<file path="config.mk">
export PLATFORM = sky130hd
export DESIGN_NAME = vrc6_sound_top
export DESIGN_NICKNAME = d
export VERILOG_FILES = /design/src/design/vrc6_reg_pkg.sv /design/src/design/vrc6_audio_pkg.sv /design/src/design/vrc6_ifs.sv /design/src/design/vrc6_reg_file.sv /design/src/design/vrc6_pulse.sv /design/src/design/vrc6_saw.sv /design/src/design/vrc6_irq.sv /design/src/design/vrc6_sound_top.sv
export VERILOG_INCLUDE_DIRS = /design/src /design/src/design
export SDC_FILE = /design/constraint.sdc
export NUM_CORES = 1
export LEC_CHECK = 0
export BUFFER_PORTS_ARGS = -buffer_cell sky130_fd_sc_hd__buf_2
export CAP_MARGIN = 20
export CORE_ASPECT_RATIO = 1.1
export CORE_UTILIZATION = 45
export CTS_CLUSTER_SIZE = 10
export DETAILED_ROUTE_END_ITERATION = 7
export PLACE_DENSITY = 0.6
export REMOVE_ABC_BUFFERS = 1
export SETUP_SLACK_MARGIN = 0.3
export SLEW_MARGIN = 20
export SYNTH_ARGS = -nofsm -noshare
export SYNTH_HDL_FRONTEND = slang
export SYNTH_HIERARCHICAL = 1
export SYNTH_SLANG_ARGS = --single-unit
</file>
<file path="constraint.sdc">
create_clock -name clk20 -period 6.15 [get_ports clk20]
set_input_delay 1.23 -clock clk20 [delete_from_list [all_inputs] [get_ports clk20]]
set_output_delay 1.23 -clock clk20 [all_outputs]
set_load 0.02 [all_outputs]
</file>
<file path="src/design/vrc6_config.svh">
// ###################################################################
// VRC6 sound block build constants
// widths, register base addresses, prescaler reloads, saw step count
// ###################################################################

`ifndef VRC6_CONFIG_SVH
`define VRC6_CONFIG_SVH

// cpu bus
`define VRC6_ADDR_W 16
`define VRC6_DATA_W 8

// channel settings
`define VRC6_FREQ_W     12  // pulse and saw period
`define VRC6_VOL_W      4   // pulse volume
`define VRC6_SAW_RATE_W 6   // saw accumulator rate

// raw mix, 15 + 15 + 31 = 61 max
`define VRC6_LEVEL_W 6

// saw adds per ramp, the next expiry clears the accumulator
`define VRC6_SAW_STEPS 6

// scanline prescaler reloads, count down to zero inclusive
// so 113 gives a 114 tick line and 112 a 113 tick line
`define VRC6_PRESCALE_LONG  113
`define VRC6_PRESCALE_SHORT 112

// register bases, only A15..A12 and A1..A0 are decoded
`define VRC6_A_PULSE1 16'h9000
`define VRC6_A_PULSE2 16'hA000
`define VRC6_A_SAW    16'hB000
`define VRC6_A_IRQ    16'hF000

`endif

</file>
<file path="src/design/vrc6_reg_pkg.sv">
// ###################################################################
// register side types: cpu address and data, channel settings,
// IRQ latch and counter
// ###################################################################

`include "vrc6_config.svh"

package vrc6_reg_pkg;

    // cpu bus
    typedef logic [`VRC6_ADDR_W-1:0] cpu_addr_t;
    typedef logic [`VRC6_DATA_W-1:0] cpu_data_t;

    // channel settings written by the cpu
    typedef logic [`VRC6_FREQ_W-1:0]     period_t;
    typedef logic [`VRC6_VOL_W-1:0]      pulse_vol_t;
    typedef logic [`VRC6_SAW_RATE_W-1:0] saw_rate_t;

    // irq latch and up counter, wraps at 255
    typedef logic [7:0] irq_count_t;

endpackage

</file>
<file path="src/design/vrc6_audio_pkg.sv">
// ###################################################################
// audio side types: duty, step counters, saw accumulator, mix level
// ###################################################################

`include "vrc6_config.svh"

package vrc6_audio_pkg;

    // pulse
    typedef logic [2:0] duty_t;        // high while step <= duty
    typedef logic [3:0] pulse_step_t;  // 16 steps per pulse cycle

    // saw
    typedef logic [2:0] saw_step_t;    // 0..6, adds then clear
    typedef logic [7:0] saw_acc_t;
    typedef logic [4:0] saw_out_t;     // top 5 bits of the accumulator

    // registered sum of the three channels
    typedef logic [`VRC6_LEVEL_W-1:0] mix_level_t;

endpackage

</file>
<file path="src/design/vrc6_ifs.sv">
// ###################################################################
// vrc6_pulse_if  pulse channel settings, register file to channel
// vrc6_irq_if    IRQ register write strobes and data
// ###################################################################

interface vrc6_pulse_if;
    import vrc6_reg_pkg::*;
    import vrc6_audio_pkg::*;

    logic       mode;    // digital mode, output volume constantly
    duty_t      duty;
    pulse_vol_t vol;
    period_t    period;
    logic       enable;

    modport regs (output mode, duty, vol, period, enable);
    modport chan (input  mode, duty, vol, period, enable);
endinterface

interface vrc6_irq_if;
    import vrc6_reg_pkg::*;

    // single clk20 strobes, already qualified by ce and wr
    logic      latch_lo_wr;  // latch low nibble
    logic      latch_hi_wr;  // latch high nibble
    logic      latch_wr;     // full latch byte, $F000
    logic      ctrl_wr;      // $F001
    logic      ack_wr;       // $F002
    cpu_data_t wdata;

    modport regs  (output latch_lo_wr, latch_hi_wr, latch_wr, ctrl_wr, ack_wr, wdata);
    modport timer (input  latch_lo_wr, latch_hi_wr, latch_wr, ctrl_wr, ack_wr, wdata);
endinterface

</file>
<file path="src/design/vrc6_reg_file.sv">
// ###################################################################
// VRC6 register file: board variant address swap, write decode,
// pulse and saw setting registers, IRQ write strobes
// ###################################################################

`include "vrc6_config.svh"

module vrc6_reg_file (
    input  logic                    clk20,
    input  logic                    reset,
    input  logic                    ce,
    input  logic                    wr,
    input  vrc6_reg_pkg::cpu_addr_t addr,
    input  vrc6_reg_pkg::cpu_data_t data,
    input  logic                    addr_swap,
    vrc6_pulse_if.regs              pulse1,
    vrc6_pulse_if.regs              pulse2,
    vrc6_irq_if.regs                irq_bus,
    output vrc6_reg_pkg::saw_rate_t saw_rate,
    output vrc6_reg_pkg::period_t   saw_period,
    output logic                    saw_enable
);
    import vrc6_reg_pkg::*;
    import vrc6_audio_pkg::*;

    localparam cpu_addr_t PULSE_BASE [2] = '{`VRC6_A_PULSE1, `VRC6_A_PULSE2};

    cpu_addr_t  ain;
    logic       wr_en;
    logic       p_mode   [2];
    duty_t      p_duty   [2];
    pulse_vol_t p_vol    [2];
    period_t    p_period [2];
    logic [1:0] p_enable;

    // A0/A1 exchanged on the swapped board variant
    assign ain   = addr_swap ? {addr[15:2], addr[0], addr[1]} : addr;
    assign wr_en = ce & wr;

    function automatic logic reg_hit(input cpu_addr_t base, input logic [1:0] sub);
        return {ain[15:12], ain[1:0]} == {base[15:12], sub};
    endfunction

    // channel settings, x000 / x001 / x002
    always_ff @(posedge clk20) begin
        if (wr_en) begin
            for (int ch = 0; ch < 2; ch++) begin
                if (reg_hit(PULSE_BASE[ch], 2'd0))
                    {p_mode[ch], p_duty[ch], p_vol[ch]} <= data;
                if (reg_hit(PULSE_BASE[ch], 2'd1))
                    p_period[ch][7:0] <= data;
                if (reg_hit(PULSE_BASE[ch], 2'd2))
                    p_period[ch][11:8] <= data[3:0];
            end
            if (reg_hit(`VRC6_A_SAW, 2'd0))
                saw_rate <= data[5:0];
            if (reg_hit(`VRC6_A_SAW, 2'd1))
                saw_period[7:0] <= data;
            if (reg_hit(`VRC6_A_SAW, 2'd2))
                saw_period[11:8] <= data[3:0];
        end
    end

    // enables sit in bit 7 of the x002 registers
    always_ff @(posedge clk20 or posedge reset) begin
        if (reset) begin
            p_enable   <= 2'b00;
            saw_enable <= 1'b0;
        end else if (wr_en) begin
            for (int ch = 0; ch < 2; ch++) begin
                if (reg_hit(PULSE_BASE[ch], 2'd2))
                    p_enable[ch] <= data[7];
            end
            if (reg_hit(`VRC6_A_SAW, 2'd2))
                saw_enable <= data[7];
        end
    end

    assign pulse1.mode   = p_mode[0];
    assign pulse1.duty   = p_duty[0];
    assign pulse1.vol    = p_vol[0];
    assign pulse1.period = p_period[0];
    assign pulse1.enable = p_enable[0];

    assign pulse2.mode   = p_mode[1];
    assign pulse2.duty   = p_duty[1];
    assign pulse2.vol    = p_vol[1];
    assign pulse2.period = p_period[1];
    assign pulse2.enable = p_enable[1];

    // irq registers, decoded here and stored in the timer
    assign irq_bus.latch_wr    = wr_en & reg_hit(`VRC6_A_IRQ, 2'd0);
    assign irq_bus.ctrl_wr     = wr_en & reg_hit(`VRC6_A_IRQ, 2'd1);
    assign irq_bus.ack_wr      = wr_en & reg_hit(`VRC6_A_IRQ, 2'd2);
    assign irq_bus.latch_lo_wr = 1'b0;  // nibble latch writes are a VRC4 feature
    assign irq_bus.latch_hi_wr = 1'b0;
    assign irq_bus.wdata       = data;

endmodule

</file>
<file path="src/design/vrc6_pulse.sv">
// ###################################################################
// VRC6 pulse channel: period divider, 16 step duty counter,
// volume gating by duty, digital mode and enable
// ###################################################################

module vrc6_pulse (
    input  logic                     clk20,
    input  logic                     reset,
    input  logic                     ce,
    vrc6_pulse_if.chan               cfg,
    output vrc6_reg_pkg::pulse_vol_t sample
);
    import vrc6_reg_pkg::*;
    import vrc6_audio_pkg::*;

    period_t     div;
    pulse_step_t step;
    logic        duty_on;

    always_ff @(posedge clk20 or posedge reset) begin
        if (reset) begin
            div  <= '0;
            step <= '0;
        end else if (!cfg.enable) begin
            // held at the start of a cycle while off
            div  <= cfg.period;
            step <= '0;
        end else if (ce) begin
            if (div != '0) begin
                div <= div - 1'b1;
            end else begin
                div  <= cfg.period;
                step <= step + 1'b1;  // wraps after 16 steps
            end
        end
    end

    // duty+1 of the 16 steps are high
    assign duty_on = step <= pulse_step_t'(cfg.duty);

    assign sample = (cfg.enable && (cfg.mode || duty_on)) ? cfg.vol : '0;

endmodule

</file>
<file path="src/design/vrc6_saw.sv">
// ###################################################################
// VRC6 sawtooth channel: doubled period divider, step count,
// 8 bit accumulator, top 5 bits out
// ###################################################################

`include "vrc6_config.svh"

module vrc6_saw (
    input  logic                      clk20,
    input  logic                      reset,
    input  logic                      ce,
    input  vrc6_reg_pkg::saw_rate_t   rate,
    input  vrc6_reg_pkg::period_t     period,
    input  logic                      enable,
    output vrc6_audio_pkg::saw_out_t  sample
);
    import vrc6_reg_pkg::*;
    import vrc6_audio_pkg::*;

    logic [`VRC6_FREQ_W:0] div;    // one bit wider, reload is 2*period+1
    saw_step_t             step;
    saw_acc_t              acc;

    always_ff @(posedge clk20 or posedge reset) begin
        if (reset) begin
            div  <= '0;
            step <= '0;
            acc  <= '0;
        end else if (!enable) begin
            div  <= {period, 1'b1};
            step <= '0;
            acc  <= '0;
        end else if (ce) begin
            if (div != '0) begin
                div <= div - 1'b1;
            end else begin
                div <= {period, 1'b1};
                if (step == saw_step_t'(`VRC6_SAW_STEPS)) begin
                    // seventh expiry ends the ramp
                    step <= '0;
                    acc  <= '0;
                end else begin
                    step <= step + 1'b1;
                    acc  <= acc + saw_acc_t'(rate);  // wraps for rates above 42
                end
            end
        end
    end

    assign sample = enable ? acc[7:3] : '0;

endmodule

</file>
<file path="src/design/vrc6_irq.sv">
// ###################################################################
// VRC6 IRQ timer: latch, mode and enable flags, scanline prescaler
// with 114/114/113 tick pattern, 8 bit up counter, IRQ flag
// ###################################################################

`include "vrc6_config.svh"

module vrc6_irq (
    input  logic       clk20,
    input  logic       reset,
    input  logic       ce,
    vrc6_irq_if.timer  bus,
    output logic       irq
);
    import vrc6_reg_pkg::*;

    typedef enum logic [1:0] {
        LINE_0,
        LINE_1,
        LINE_2
    } line_e;

    localparam logic [6:0] PRE_LONG  = 7'(`VRC6_PRESCALE_LONG);
    localparam logic [6:0] PRE_SHORT = 7'(`VRC6_PRESCALE_SHORT);

    irq_count_t latch;
    irq_count_t count;
    logic       mode_cycle;   // M, count every ce instead of every scanline
    logic       irq_en;       // E
    logic       irq_en_ack;   // A, copied into E on acknowledge
    logic [6:0] prescale;
    line_e      line;
    line_e      line_next;
    logic       scan_tick;
    logic       count_tick;
    logic       load_count;

    always_ff @(posedge clk20) begin
        if (bus.latch_wr) begin
            latch <= bus.wdata;
        end else begin
            if (bus.latch_lo_wr)
                latch[3:0] <= bus.wdata[3:0];
            if (bus.latch_hi_wr)
                latch[7:4] <= bus.wdata[3:0];
        end
    end

    // control register is {M, E, A} in bits 2:0
    always_ff @(posedge clk20 or posedge reset) begin
        if (reset) begin
            mode_cycle <= 1'b0;
            irq_en     <= 1'b0;
            irq_en_ack <= 1'b0;
        end else if (bus.ctrl_wr) begin
            {mode_cycle, irq_en, irq_en_ack} <= bus.wdata[2:0];
        end else if (bus.ack_wr) begin
            irq_en <= irq_en_ack;
        end
    end

    assign load_count = bus.ctrl_wr & bus.wdata[1];
    assign scan_tick  = prescale == '0;
    assign count_tick = ce & irq_en & (mode_cycle | scan_tick);

    always_comb begin
        case (line)
            LINE_0:  line_next = LINE_1;
            LINE_1:  line_next = LINE_2;
            default: line_next = LINE_0;
        endcase
    end

    always_ff @(posedge clk20 or posedge reset) begin
        if (reset) begin
            prescale <= PRE_LONG;
            line     <= LINE_0;
            count    <= '0;
        end else if (load_count) begin
            prescale <= PRE_LONG;
            line     <= LINE_0;
            count    <= latch;
        end else if (ce && irq_en) begin
            if (!scan_tick) begin
                prescale <= prescale - 1'b1;
            end else begin
                line     <= line_next;
                prescale <= (line_next == LINE_2) ? PRE_SHORT : PRE_LONG;  // short third line
            end
            if (count_tick)
                count <= (count == 8'hFF) ? latch : count + 1'b1;
        end
    end

    // flag set on the wrap, any ctrl or ack write clears it
    always_ff @(posedge clk20 or posedge reset) begin
        if (reset)
            irq <= 1'b0;
        else if (bus.ctrl_wr || bus.ack_wr)
            irq <= 1'b0;
        else if (count_tick && count == 8'hFF)
            irq <= 1'b1;
    end

endmodule

</file>
<file path="src/design/vrc6_sound_top.sv">
// ###################################################################
// VRC6 sound and IRQ top: register file, two pulses, saw, IRQ timer
// and the registered raw mixer
// ###################################################################

module vrc6_sound_top (
    input  logic                       clk20,
    input  logic                       reset,
    input  logic                       ce,
    input  logic                       wr,
    input  vrc6_reg_pkg::cpu_addr_t    addr,
    input  vrc6_reg_pkg::cpu_data_t    data,
    input  logic                       addr_swap,
    output logic                       irq,
    output vrc6_audio_pkg::mix_level_t level
);
    import vrc6_reg_pkg::*;
    import vrc6_audio_pkg::*;

    saw_rate_t  saw_rate;
    period_t    saw_period;
    logic       saw_enable;
    pulse_vol_t pulse1_sample;
    pulse_vol_t pulse2_sample;
    saw_out_t   saw_sample;

    vrc6_pulse_if pulse1_bus ();
    vrc6_pulse_if pulse2_bus ();
    vrc6_irq_if   irq_bus ();

    vrc6_reg_file u_reg_file (
        .clk20      (clk20),
        .reset      (reset),
        .ce         (ce),
        .wr         (wr),
        .addr       (addr),
        .data       (data),
        .addr_swap  (addr_swap),
        .pulse1     (pulse1_bus.regs),
        .pulse2     (pulse2_bus.regs),
        .irq_bus    (irq_bus.regs),
        .saw_rate   (saw_rate),
        .saw_period (saw_period),
        .saw_enable (saw_enable)
    );

    vrc6_pulse u_pulse1 (
        .clk20  (clk20),
        .reset  (reset),
        .ce     (ce),
        .cfg    (pulse1_bus.chan),
        .sample (pulse1_sample)
    );

    vrc6_pulse u_pulse2 (
        .clk20  (clk20),
        .reset  (reset),
        .ce     (ce),
        .cfg    (pulse2_bus.chan),
        .sample (pulse2_sample)
    );

    vrc6_saw u_saw (
        .clk20  (clk20),
        .reset  (reset),
        .ce     (ce),
        .rate   (saw_rate),
        .period (saw_period),
        .enable (saw_enable),
        .sample (saw_sample)
    );

    vrc6_irq u_irq (
        .clk20 (clk20),
        .reset (reset),
        .ce    (ce),
        .bus   (irq_bus.timer),
        .irq   (irq)
    );

    // raw sum, 0..61, no dac table
    always_ff @(posedge clk20 or posedge reset) begin
        if (reset)
            level <= '0;
        else
            level <= mix_level_t'(pulse1_sample) + mix_level_t'(pulse2_sample)
                   + mix_level_t'(saw_sample);
    end

endmodule

</file>
Word level (Yosys, flattened, before mapping):

Memories as Yosys holds them, arrays and structs flattened.
Cells that the tools add are included.

* register bits after elaboration: 128
* latch bits: 0
* RAM bits: 24
* bits in read-only memories: 0
* output and inout port bits: 7
* word-level logic and storage cells: 160
* memories kept: 1

Memories
* u_reg_file.p_period: words 2, width 12, rd ports 2, clocked after memory_dff 0, write ports 1, RTL line vrc6_reg_file.sv:33 `period_t p_period [2];`

* add/subtract/negate cells: 11
* $mul: 0
* divide/modulo/power cells: 0
* order comparisons: 2
* equal/unequal tests: 22
* shifts and indexed selects: 0
* multiplexer cells: 58
* bitwise operators: 8
* reductions and logical operators: 30

Operator list (count)
* 12-bit 2-to-1 mux: 7
* 6-bit equality test, second input constant: 12
* 8-bit 2-to-1 mux: 8
* 13-bit 2-to-1 mux: 3
* 4-bit 2-to-1 mux: 8
* 2-bit AND reduction: 12
* 12-bit nonzero test: 2
* 12-bit by 1-bit subtractor with 12-bit output, second input constant: 2
* 7-bit 2-to-1 mux: 3
* 1-bit 2-to-1 mux: 18
* 13-bit nonzero test: 1
* 13-bit by 1-bit subtractor with 13-bit output, second input constant: 1
* 3-bit 2-to-1 mux: 4
* 2-bit != test, second input constant: 6
* 12-bit OR reduction: 1
* 2-bit 2-to-1 mux: 5
* 2-bit nonzero test: 5
* 4-bit by 1-bit adder with 4-bit output, second input constant: 2
* 8-bit by 1-bit adder with 8-bit output, second input constant: 1
* 8-bit by 6-bit adder with 8-bit output: 1
* 8-bit equality test, second input constant: 1
* 4-bit by 3-bit less-or-equal comparator with 1-bit output: 2
* 1-bit bitwise AND: 7
* 7-bit logical NOT: 1
* other kinds (13): 18

Longest topological paths before layout:

Gate-level depths: netlist of run 1.

* depth in word-level cells: 7
* mapped depth: 15

Hierarchy:

The synthesis of run 1 kept the hierarchy.

Modules (own cells, without submodules)
* vrc6_pulse: times used 2, cells an instance 135, area an instance 1164.9 um2
* vrc6_reg_file: times used 1, cells an instance 103, area an instance 2143.3 um2
* vrc6_saw: times used 1, cells an instance 188, area an instance 1626.6 um2
* vrc6_irq: times used 1, cells an instance 147, area an instance 1541.5 um2
* vrc6_sound_top: times used 1, cells an instance 32, area an instance 389.1 um2

Worst setup path after synthesis of run 1:

OpenSTA, ideal clock, no wires.

* kind: input to register
* start: input port addr[12]
* end: register u_irq.count[7]
* library setup time: 0.126 ns
* data arrival time: 2.704 ns
* slack: 3.320 ns
* stages: 7
* cells stage by stage: nand2_1 > or2_2 > nor2_1 > and2_1 > clkbuf_1 > nor4_1 > a221o_1

* cells in the longest elaborated chain, start to end: 5

Ends and longest elaborated chain
* start, declared: RTL line vrc6_sound_top.sv:11 `input vrc6_reg_pkg::cpu_addr_t addr,`
* 6-bit equality test (*): RTL line vrc6_reg_file.sv:41 `return {ain[15:12], ain[1:0]} == {base[15:12], sub};`
* 1-bit bitwise AND (*): RTL line vrc6_reg_file.sv:93 `` assign irq_bus.ctrl_wr = wr_en & reg_hit(`VRC6_A_IRQ, 2'd1); ``
* named net irq_bus.ctrl_wr: RTL line vrc6_ifs.sv:27 `logic ctrl_wr;`
* 1-bit bitwise AND (*): RTL line vrc6_irq.sv:62 `assign load_count = bus.ctrl_wr & bus.wdata[1];`
* 2-bit nonzero test (no line)
* 2-bit AND reduction (no line)
* end signal, assigned: RTL line vrc6_irq.sv:82 `count <= latch;`
* end signal, assigned: RTL line vrc6_irq.sv:91 `count <= (count == 8'hFF) ? latch : count + 1'b1;`
* end, declared: RTL line vrc6_irq.sv:27 `irq_count_t count;`

The timed path passes the listed nets; every way through them passes the cells marked *.
A chain may end at the register's enable or synchronous reset.

Final worst setup path of run 1:

* start: input port ce
* end: register u_saw.div[9]

* cells in the longest elaborated chain, start to end: 1

Ends and longest elaborated chain
* start, declared: RTL line vrc6_sound_top.sv:9 `input logic ce,`
* 2-bit != test (no line)
* end signal, assigned: RTL line vrc6_saw.sv:30 `div <= {period, 1'b1};`
* end signal, assigned: RTL line vrc6_saw.sv:35 `div <= div - 1'b1;`
* end signal, assigned: RTL line vrc6_saw.sv:37 `div <= {period, 1'b1};`
* end, declared: RTL line vrc6_saw.sv:20 `` logic [`VRC6_FREQ_W:0] div; ``

Every way passes these cells.

==> results of run 1 <==
==> power breakdown <==
| group | internal, mW | switching (mW) | total, mW |
|---|---|---|---|
| Clock | 0.641 | 0.425 | 1.07 |
| Combinational | 0.116 | 0.166 | 0.282 |
| Sequential | 1.14 | 0.0791 | 1.21 |
==> cells in the mapped netlist (3+ instances only) <==
cell type	instances	share of area [%]
sky130_fd_sc_hd__a211o_1	5	0.55
sky130_fd_sc_hd__a211oi_1	9	0.84
sky130_fd_sc_hd__a21boi_0	8	0.75
sky130_fd_sc_hd__a21o_1	4	0.37
sky130_fd_sc_hd__a21oi_1	27	1.7
sky130_fd_sc_hd__a221o_1	6	0.75
sky130_fd_sc_hd__a22o_1	5	0.55
sky130_fd_sc_hd__a22oi_1	5	0.47
sky130_fd_sc_hd__a31oi_1	11	0.86
sky130_fd_sc_hd__and2_1	12	0.93
sky130_fd_sc_hd__and3_1	7	0.55
sky130_fd_sc_hd__buf_4	12	1.1
sky130_fd_sc_hd__clkbuf_1	15	0.70
sky130_fd_sc_hd__dfrtp_1	82	26
sky130_fd_sc_hd__dfstp_2	4	1.3
sky130_fd_sc_hd__edfxtp_1	66	25
sky130_fd_sc_hd__fa_1	6	1.5
sky130_fd_sc_hd__ha_1	27	4.2
sky130_fd_sc_hd__inv_1	45	2.1
sky130_fd_sc_hd__mux2_2	7	0.98
sky130_fd_sc_hd__mux2i_1	4	0.50
sky130_fd_sc_hd__nand2_1	59	2.8
sky130_fd_sc_hd__nand2b_1	7	0.55
sky130_fd_sc_hd__nand3_1	38	2.4
sky130_fd_sc_hd__nand3b_1	3	0.28
sky130_fd_sc_hd__nand4_1	12	0.93
sky130_fd_sc_hd__nor2_1	53	2.5
sky130_fd_sc_hd__nor2b_1	6	0.47
sky130_fd_sc_hd__nor3_1	15	0.93
sky130_fd_sc_hd__nor3b_1	5	0.47
sky130_fd_sc_hd__nor4_1	13	1.0
sky130_fd_sc_hd__nor4b_1	5	0.55
sky130_fd_sc_hd__o211ai_1	15	1.4
sky130_fd_sc_hd__o21a_1	3	0.28
sky130_fd_sc_hd__o21ai_0	32	2.0
sky130_fd_sc_hd__o21bai_1	3	0.28
sky130_fd_sc_hd__o31ai_1	10	0.93
sky130_fd_sc_hd__or2_2	4	0.31
sky130_fd_sc_hd__or3_1	10	0.78
sky130_fd_sc_hd__or4_1	6	0.56
sky130_fd_sc_hd__or4b_4	3	0.51
sky130_fd_sc_hd__xnor2_1	10	1.1
==> area by class of cell <==
cell class	instances	area (um^2)	area share, %
sequential	152	4139	46.27
inverter	45	168.9	1.888
clock inverter	14	172.7	1.930
multi-input combinational	515	3568	39.89
clock buffer	18	429.2	4.797
timing repair buffer	29	175.2	1.958
tap	234	292.8	3.273
==> state kept, by name, summed over array words and instances (netlist names), 2 cells and up <==
register / cells
level: 6
u_irq/count: 8
u_irq/latch: 8
u_irq/line: 2
u_irq/prescale: 7
u_pulse1/div: 12
u_pulse1/step: 4
u_pulse2/div: 12
u_pulse2/step: 4
u_reg_file/p_enable: 2
u_reg_file/p_period: 24
u_reg_file/pulse1.duty: 3
u_reg_file/pulse1.vol: 4
u_reg_file/pulse2.duty: 3
u_reg_file/pulse2.vol: 4
u_reg_file/saw_period: 12
u_reg_file/saw_rate: 6
u_saw/acc: 8
u_saw/div: 13
u_saw/step: 3
==> cells by family after synthesis <==
| kind of cell | count (synthesis) | share of synthesized area [%] |
|---|---|---|
| AOI/OAI and AO/OA | 172 | 15.88 |
| xor gates and xnor gates | 12 | 1.309 |
| adders and majority gates | 33 | 5.703 |
| buffers and inverters | 74 | 4.129 |
| DFF | 152 | 51.54 |
| muxes | 13 | 1.854 |
| other | 1 | 0.04670 |
| and+or+nand+nor | 283 | 19.54 |
==> critical path, stage by stage <==
cell                       delay [ns]
sky130_fd_sc_hd__buf_2           0.34
sky130_fd_sc_hd__buf_4           0.43
sky130_fd_sc_hd__nand2b_1        0.44
sky130_fd_sc_hd__nand3_1         0.26
sky130_fd_sc_hd__or3_2           0.50
sky130_fd_sc_hd__o311ai_0        0.31
==> how the worst max path moves through the flow <==
stage / start / end / slack [ns] / cells past startpoint
6_report: ce / u_saw/div[9] / 2.92 / 6
5_1_grt: ce / u_irq/count[0] / 2.82 / 7
4_1_cts: ce / u_saw/div[9] / 2.97 / 6
3_5_place_dp: ce / u_saw/div[9] / 2.54 / 6
3_3_place_gp: ce / u_saw/div[9] / 2.55 / 6
2_1_floorplan: addr[12] / u_irq/count[0] / 3.26 / 6
==> per-layer routing <==
layer  part of all wire [%]  global-route usage, %
met2                     48                  35.63
met1                     45                  29.50
met5                      0                      0
met4                    2.3                  9.412
met3                    5.1                  4.135
==> parameters.txt, run 1 <==
Parameter                              Value

Timing
  Post-route worst setup slack    2.924 ns
  Final Hold Violating Endpoints    0
  Final Skew    0.008201 ns
  Slew Viols, Final    0
  Period utilization    52.46%
  Setup Total Neg Slack    0 ns
  Maximum clock frequency    0.3100 GHz
  Hold slack    0.4594 ns
  Rel. slew slack    36.17%
  Setup repair after global routing missed its margin    no
  Tightest Pin Transition    0.9501 ns
  Shortest period the worst path allows    3.226 ns
  Total setup violations reported at the end of the flow    0

Place
  Worst setup slack before clock tree synthesis    2.538 ns
  Post-detail-place hpwl    12.56 mm
  Placed cell area    8312 um^2
  Weighted congestion reported at the end of routability-driven placement    0.8556
  Port Buffers    25
  Number of placed instances, taps included    974

CTS
  Number of clock sinks    152
  Root buffer cell    sky130_fd_sc_hd__clkbuf_16
  Number of buffers created by CTS    17
  Post-cts gate resize count    0
  Hold_buf cts    0
  H-tree lvl count    4
  Clock tree from TritonCTS    yes
  Clock-pin slew of the registers on the worst-case setup and hold paths    0.06 ns
  Clock Tree Buf Depth    2
  Worst-Skew Late Latency    0.42 ns
  Buffers inserted by post-CTS timing repair    0

Final layout
  Commonest cells after routing, fill and taps aside    82 x sky130_fd_sc_hd__dfrtp_1, 66 x sky130_fd_sc_hd__edfxtp_1, 59 x sky130_fd_sc_hd__nand2_1
  Post-route insts no fill    1007
  Filler cells    1570
  Total inserted antenna cells    0
  Final standard cell utilization of the core    51.81%
  Final Net Count    822
  Most common cell after layout, fill and taps aside    sky130_fd_sc_hd__dfrtp_1
  Final std cell area, no fill    8946 um^2
  Share of post-route cells with drive strength above 1    14.36%
  Area growth from synthesis to layout    11.41%

Route
  First drt pass iteration count    5
  Vias    6050
  Post-detailed-route DRC marker count    0
  DRC marker count from the first detailed-route iteration    580
  Remaining antenna violation count after routing    0
  Average wire per standard cell    18.60 um
  WL final    18.73 mm
  Via density    6.008

Logic synthesis
  Share of flip-flops with an asynchronous set or reset    56.58%
  Syn Inst Count    740
  Number of enable flip-flop cells after synthesis    66
  Post-Synthesis Cell Area    8030 um^2
  Number of distinct library cell variants in the gate-level netlist after synthesis    84
  Portion of the post-synthesis area used by sequential elements    51.54%
  Total of warnings raised by yosys    6
  Dominant synthesized flop cell    sky130_fd_sc_hd__dfrtp_1
  Total of flip-flops plus latches after synthesis    152
  Post-Synthesis Mean Instance Area    10.85 um^2

Die
  Die W    129.4 um
  Die height    142.1 um
  DIE AREA    18380 um^2
  Starting Density    46.51%
  Number of top-level design ports    36
  Cell Rows    50
  Standard cell core area    17270 um^2

Pwr
  Static leakage    3.477 nW
  Total power draw    2.562 mW
  VDD IR-drop max    0.2180 mV
  Power density over cell area    286.4 nW/um^2

Worst setup path
  Crit path launch type    primary input
  Endpoint of the worst register-to-register path    level[5]
  Worst path required time    6.45 ns
  Worst reg2reg path depth    10
  Sort of element at the end of the critical path    register
  Critical path start-end classification    primary input to register
  Worst reg2reg startpoint    u_reg_file/p_enable[1]
  Worst endpoint data arrival time    3.52 ns
  Flop-to-flop setup slack    3.12 ns
  Crit path max fanout    33

Job
  # Max-Cap Violations    0

Global routing
  Overflow left after global routing    0
  Total global routing track utilization    22.23%
  Number of antenna violations at the first check in global routing    1
  Maximum number of pins on one net before global-route repair    34
  Wire length of the first global-routing pass    30.99 mm
  Vias in the first global route    6023

Outcome
  Run status    finished clean

Worst hold path
  Endpoint, Worst Hold    u_irq/count[2]
  Number of cells traversed by the worst hold path    1
  Hold wc startpoint    u_irq/latch[2]
  Class of the worst hold path    register to register
No activity file was read; power rests on OpenSTA's default activity.
==> inputs of run 2 (changes only) <==
- PLACE_DENSITY: 0.6 -> 0.63
- clock period: 6.15 -> 2.96 ns (I/O delays scaled with it)
==> parameters.txt, run 2 (synthesized netlist as in run 1, its figures left out) <==
Parameter                              Value

Die
  Cell Rows    50 (unchanged)
  Die W    129.4 um (unchanged)
  Standard cell core area    17270 um^2 (unchanged)
  Number of top-level design ports    36 (unchanged)
  Starting Density    46.51% (unchanged)
  Die height    142.1 um (unchanged)
  DIE AREA    18380 um^2 (unchanged)

Route
  Average wire per standard cell    18.26 um (was 18.60 um)
  DRC marker count from the first detailed-route iteration    415 (was 580)
  First drt pass iteration count    5 (unchanged)
  Post-detailed-route DRC marker count    0 (unchanged)
  Remaining antenna violation count after routing    0 (unchanged)
  WL final    18.78 mm (was 18.73 mm)
  Via density    5.892 (was 6.008)
  Vias    6057 (was 6050)

Final layout
  Multi-input gate area    3699 um^2 (was 3568 um^2)
  Footprint of the flip-flops and latches    4139 um^2 (unchanged)
  Commonest cells after routing, fill and taps aside    82 x sky130_fd_sc_hd__dfrtp_1, 66 x sky130_fd_sc_hd__edfxtp_1, 59 x sky130_fd_sc_hd__nand2_1 (unchanged)
  Share of post-route cells with drive strength above 1    19.90% (was 14.36%)
  Most common cell after layout, fill and taps aside    sky130_fd_sc_hd__dfrtp_1 (unchanged)
  Final Net Count    843 (was 822)
  Regs by FF count    u_reg_file/p_period x24, u_saw/div x13 (unchanged)
  Max FFs per register    24 (unchanged)
  Area growth from synthesis to layout    15.00% (was 11.41%)
  Register bank with the most flops    u_reg_file/p_period (unchanged)
  Final standard cell utilization of the core    53.49% (was 51.81%)
  Total inserted antenna cells    0 (unchanged)
  Filler cells    1544 (was 1570)

Global routing
  Overflow left after global routing    0 (unchanged)
  Wire length of the first global-routing pass    30.50 mm (was 30.99 mm)
  Maximum number of pins on one net before global-route repair    40 (was 34)
  Number of antenna violations at the first check in global routing    0 (was 1)
  Total global routing track utilization    21.95% (was 22.23%)
  Vias in the first global route    5957 (was 6023)

Place
  Weighted congestion reported at the end of routability-driven placement    0.8570 (was 0.8556)
  Port Buffers    25 (unchanged)
  Post-detail-place hpwl    12.82 mm (was 12.56 mm)

Worst setup path
  Delay of the slowest critical-path stage    0.53 ns (was 0.50 ns)
  Worst endpoint data arrival time    3.00 ns (was 3.52 ns)
  Flop-to-flop setup slack    0.32 ns (was 3.12 ns)
  CP max stage cell    sky130_fd_sc_hd__fa_1 (was sky130_fd_sc_hd__or3_2)
  Sort of element at the end of the critical path    register (unchanged)
  Crit path launch type    register (was primary input)
  Series of cell instances along the critical path    ha_1 -> nand3_1 -> o21ai_2 -> o21bai_4 -> a21boi_2 -> fa_1 -> ha_4 -> inv_2 -> fa_2 -> nor2b_1 -> o21ai_1 -> nand2b_1 (was buf_2 -> buf_4 -> nand2b_1 -> nand3_1 -> or3_2 -> o311ai_0)
  Worst path required time    3.32 ns (was 6.45 ns)
  Critical path start-end classification    register to register (was primary input to register)
  Crit path max fanout    4 (was 33)

CTS
  H-tree lvl count    4 (unchanged)
  Worst-Skew Late Latency    0.43 ns (was 0.42 ns)
  Root buffer cell    sky130_fd_sc_hd__clkbuf_16 (unchanged)
  Clock-pin slew of the registers on the worst-case setup and hold paths    0.06 ns (about the same)
  Number of buffers created by CTS    17 (unchanged)
  Clock Tree Buf Depth    2 (unchanged)
  Number of clock sinks    152 (unchanged)
  Clock tree from TritonCTS    yes (unchanged)

Timing
  Shortest period the worst path allows    2.641 ns
  Maximum clock frequency    0.3787 GHz
  Slew Viols, Final    0 (unchanged)
  Tightest Pin Transition    0.8259 ns (was 0.9501 ns)
  Rel. slew slack    44.88% (was 36.17%)
  Period utilization    89.22%
  Setup Total Neg Slack    0 ns (unchanged)
  Final Skew    0.006990 ns (was 0.008201 ns)
  Total setup violations reported at the end of the flow    0 (unchanged)
  Final Hold Violating Endpoints    0 (unchanged)
  Setup repair after global routing missed its margin    yes (was no)

Job
  # Max-Cap Violations    0 (unchanged)

Pwr
  VDD IR-drop max    0.3923 mV (was 0.2180 mV)
  Power density over cell area    575.3 nW/um^2 (was 286.4 nW/um^2)
  Static leakage    3.604 nW (was 3.477 nW)

Outcome
  Run status    finished clean (unchanged)

Worst hold path
  Class of the worst hold path    primary input to async pin (was register to register)
run 2: cell types whose count changed in the layout (fill, tap and decap cells not counted), sizes merged:
cell,change
buf,+21
clkinv,+3
clkinvlp,-3
inv,+2
bufinv,-1
clkbuf,-1
run 2: final timing paths:
check	start	to	depth (start not counted)
min in group clk20	u_irq/latch[2]	u_irq/count[2]	1
max in group asynchronous	reset	u_irq/prescale[2]	2
max reg2reg	u_pulse1/step[2]	level[5]	12
min reg2reg	u_irq/latch[2]	u_irq/count[2]	1
min	reset	u_reg_file/saw_enable	2
max	u_pulse1/step[2]	level[5]	12
run 2: final cells by class:
| type | instances | share of cell area [%] |
|---|---|---|
| tap | 234 | 3.170 |
| sequential | 152 | 44.82 |
| inverter | 45 | 1.829 |
| multi-input combinational | 515 | 40.05 |
| clock inverter | 15 | 1.788 |
| timing repair buffer | 50 | 3.739 |
| clock buffer | 17 | 4.606 |
run 2: where the power goes:
part | total [mW] | internal [mW] | switching, mW | leakage, nW
registers | 2.51 | 2.36 | 0.157 | 1.68
clock network | 2.18 | 1.26 | 0.925 | 0.288
logic | 0.613 | 0.254 | 0.359 | 1.63
run 2: what timing repair did:
item | CTS | global route
cloned | 0 | 0
setup endpoints to repair | 4 | 4
pin swaps | 3 | 19
setup buffers | 4 | 3
gates resized for setup | 15 | 27
hold buffers | 0 | 0
run 2: stage by stage:
stage	power (mW)	std cells	hold WS (ns)	setup WS (ns)	area, um^2
final	5.313	1028	0.09600	0.3192	9235
after global routing	5.533	1028	0.1026	0.2346	9235
after CTS	5.345	1024	0.08660	0.2908	9081
after detailed placement	3.150	988	0.4499	0.1439	8429
after global placement	3.121	988	0.4454	0.1495	8429
after floorplan	2.930	712	0.3456	0.3923	7871
run 2: metal layers:
| layer | track usage, % | routed length (um) |
|---|---|---|
| met3 | 4.624 | 726 |
| met1 | 29.32 | 8641 |
| met4 | 7.430 | 343 |
| met2 | 35.40 | 9064 |
| met5 | 0 | 0 |
run 2: worst max-delay path: cells and delay by family (launching register included):
family / cells / cell delay, ns
AOI/OAI and AO/OA: 4 / 0.42
DFF: 1 / 0.40
adders and majority gates: 4 / 1.39
buffers and inverters: 1 / 0.04
and+or+nand+nor: 3 / 0.33
==> inputs of run 3 (changes only) <==
- MAX_ROUTING_LAYER: unset -> met4
==> parameters.txt, run 3 (synthesized netlist as in run 1, its figures left out) <==
Parameter                              Value

Worst setup path
  Crit path max fanout    4 (unchanged)
  Critical path start-end classification    register to register (unchanged)
  Worst reg2reg startpoint    u_reg_file/pulse2.duty[1] (was u_pulse1/step[2])
  Sort of element at the end of the critical path    register (unchanged)
  Crit. Startpoint    u_reg_file/pulse2.duty[1] (was u_pulse1/step[2])
  Worst endpoint data arrival time    2.93 ns (was 3.00 ns)
  Crit path launch type    register (unchanged)
  Worst path required time    3.30 ns (was 3.32 ns)

Global routing
  Maximum number of pins on one net before global-route repair    43 (was 40)
  Vias in the first global route    6078 (was 5957)
  Overflow left after global routing    0 (unchanged)
  Wire length of the first global-routing pass    31.32 mm (was 30.50 mm)
  Total global routing track utilization    23.30% (was 21.95%)
  Number of antenna violations at the first check in global routing    0 (unchanged)

Die
  Die height    142.1 um (unchanged)
  Die W    129.4 um (unchanged)
  Number of top-level design ports    36 (unchanged)
  Starting Density    46.51% (unchanged)
  Cell Rows    50 (unchanged)
  DIE AREA    18380 um^2 (unchanged)
  Standard cell core area    17270 um^2 (unchanged)

Timing
  Tightest Pin Transition    0.9700 ns (was 0.8259 ns)
  Setup Total Neg Slack    0 ns (unchanged)
  Slew Viols, Final    0 (unchanged)
  Setup repair after global routing missed its margin    yes (unchanged)
  Period utilization    87.39% (was 89.22%)
  Total setup violations reported at the end of the flow    0 (unchanged)
  Final Skew    0.005638 ns (was 0.006990 ns)
  Final Hold Violating Endpoints    0 (unchanged)
  Post-route worst setup slack    0.3731 ns (was 0.3192 ns)
  Shortest period the worst path allows    2.587 ns (was 2.641 ns)
  Rel. slew slack    34.93% (was 44.88%)
  Maximum clock frequency    0.3866 GHz (was 0.3787 GHz)

CTS
  Number of buffers created by CTS    17 (unchanged)
  Clock tree from TritonCTS    yes (unchanged)
  Hold_buf cts    0 (unchanged)
  Root buffer cell    sky130_fd_sc_hd__clkbuf_16 (unchanged)
  Clock-pin slew of the registers on the worst-case setup and hold paths    0.06 ns (about the same)
  H-tree lvl count    4 (unchanged)
  Clock Tree Buf Depth    2 (unchanged)
  Number of clock sinks    152 (unchanged)
  Worst-Skew Late Latency    0.42 ns (was 0.43 ns)

Pwr
  Clock power frac    39.8% (was 41.1%)
  NetSw    1.367 mW (was 1.441 mW)
  Power density over cell area    564.5 nW/um^2 (was 575.3 nW/um^2)
  Total power draw    5.218 mW (was 5.313 mW)
  VDD IR-drop max    0.4261 mV (was 0.3923 mV)
  Static leakage    3.594 nW (was 3.604 nW)
  Net switching share of the total power    26.20% (was 27.12%)
  Internal Dissipation    3.851 mW (was 3.872 mW)
  Part of the total power dissipated in sequential elements    48.2% (was 47.3%)
  Part of the power in combinational logic    12.0% (was 11.5%)

Place
  Weighted congestion reported at the end of routability-driven placement    0.8635 (was 0.8570)
  Worst setup slack before clock tree synthesis    0.03944 ns (was 0.1439 ns)
  Placed cell area    8452 um^2 (was 8429 um^2)
  Port Buffers    25 (unchanged)
  Post-detail-place hpwl    13.14 mm (was 12.82 mm)

Final layout
  Total inserted antenna cells    0 (unchanged)
  Max FFs per register    24 (unchanged)
  Filler cells    1507 (was 1544)
  Most common cell after layout, fill and taps aside    sky130_fd_sc_hd__dfrtp_1 (unchanged)
  Final standard cell utilization of the core    53.54% (was 53.49%)
  Area growth from synthesis to layout    15.11% (was 15.00%)
  Final Net Count    845 (was 843)
  Final std cell area, no fill    9244 um^2 (was 9235 um^2)
  Regs by FF count    u_reg_file/p_period x24, u_saw/div x13 (unchanged)
  Register bank with the most flops    u_reg_file/p_period (unchanged)
  Share of post-route cells with drive strength above 1    20.10% (was 19.90%)
  Commonest cells after routing, fill and taps aside    82 x sky130_fd_sc_hd__dfrtp_1, 66 x sky130_fd_sc_hd__edfxtp_1, 59 x sky130_fd_sc_hd__nand2_1 (unchanged)

Route
  Remaining antenna violation count after routing    0 (unchanged)
  Via density    5.963 (was 5.892)
  WL final    19.49 mm (was 18.78 mm)
  First drt pass iteration count    6 (was 5)
  DRC marker count from the first detailed-route iteration    383 (was 415)
  Average wire per standard cell    18.92 um (was 18.26 um)
  Post-detailed-route DRC marker count    0 (unchanged)
  Vias    6142 (was 6057)

Worst hold path
  Class of the worst hold path    primary input to async pin (unchanged)

Outcome
  Run status    finished clean (unchanged)

Job
  # Max-Cap Violations    0 (unchanged)
## run 3: cell types whose count changed in the layout (fill, tap and decap cells not counted), moves of 2 or more
| cell | change |
|---|---|
| sky130_fd_sc_hd__buf_4 | +3 |
| sky130_fd_sc_hd__clkbuf_1 | +3 |
| sky130_fd_sc_hd__clkinv_4 | -2 |
| sky130_fd_sc_hd__ha_4 | +2 |
| sky130_fd_sc_hd__inv_1 | -2 |
| sky130_fd_sc_hd__inv_2 | +2 |
| sky130_fd_sc_hd__inv_8 | -2 |
## run 3: path summary, 6_finish.rpt
check	end	slack, ns	depth (start not counted)
min	u_reg_file/p_enable[0]	0.12	2
min reg2reg	u_pulse1/div[4]	0.47	1
max	level[4]	0.37	10
max reg2reg	level[4]	0.37	10
min in group clk20	u_pulse1/div[4]	0.47	1
max in group asynchronous	u_irq/count[3]	2.02	2
## run 3: layout make-up
class,count,area [um^2],share of cell area [%]
Clock buffer,20,436.7,4.724
Clock inverter,12,125.1,1.354
Inverter,45,168.9,1.827
Multi-Input combinational cell,515,3741,40.47
Sequential cell,152,4139,44.78
Tap cell,234,292.8,3.167
Timing Repair Buffer,52,340.3,3.682
## run 3: critical path, stage by stage (launching register included)
cell and delay, ns:
sky130_fd_sc_hd__edfxtp_1 0.38, sky130_fd_sc_hd__inv_2 0.08, sky130_fd_sc_hd__ha_4 0.21, sky130_fd_sc_hd__a211oi_4 0.28
sky130_fd_sc_hd__o21bai_4 0.13, sky130_fd_sc_hd__a21boi_2 0.18, sky130_fd_sc_hd__fa_1 0.47, sky130_fd_sc_hd__ha_1 0.33
sky130_fd_sc_hd__a21o_1 0.18, sky130_fd_sc_hd__a21oi_2 0.15, sky130_fd_sc_hd__xnor2_1 0.12
## run 3: routing by layer
layer  up-vias  track usage, %  wire, um
met4         0           8.359       370
li1       2865               -         -
met3        33           4.060       841
met2       199           37.04      9485
met5         -               -         0
met1      3045           29.91      8791
## run 3: per-stage QoR
stage	hold WS, ns	instances
floorplan	0.3456	712
global placement	0.4460	991
detailed placement	0.4582	991
CTS	0.1025	1028
global route	0.1242	1030
finish	0.1216	1030
## run 3: repair_timing
item	4_1_cts	5_1_grt
setup endpoints to repair	4	4
setup buffers	5	2
pin swaps	7	14
gates resized for setup	26	23
## run 3: power by group through the flow
stage	Sequential (mW)	Combinational, mW	Clock [mW]
floorplan	2.53	0.404	0
global placement	2.54	0.587	0
detailed placement	2.55	0.611	0
CTS	2.51	0.620	2.13
global route	2.53	0.692	2.23
finish	2.52	0.624	2.08
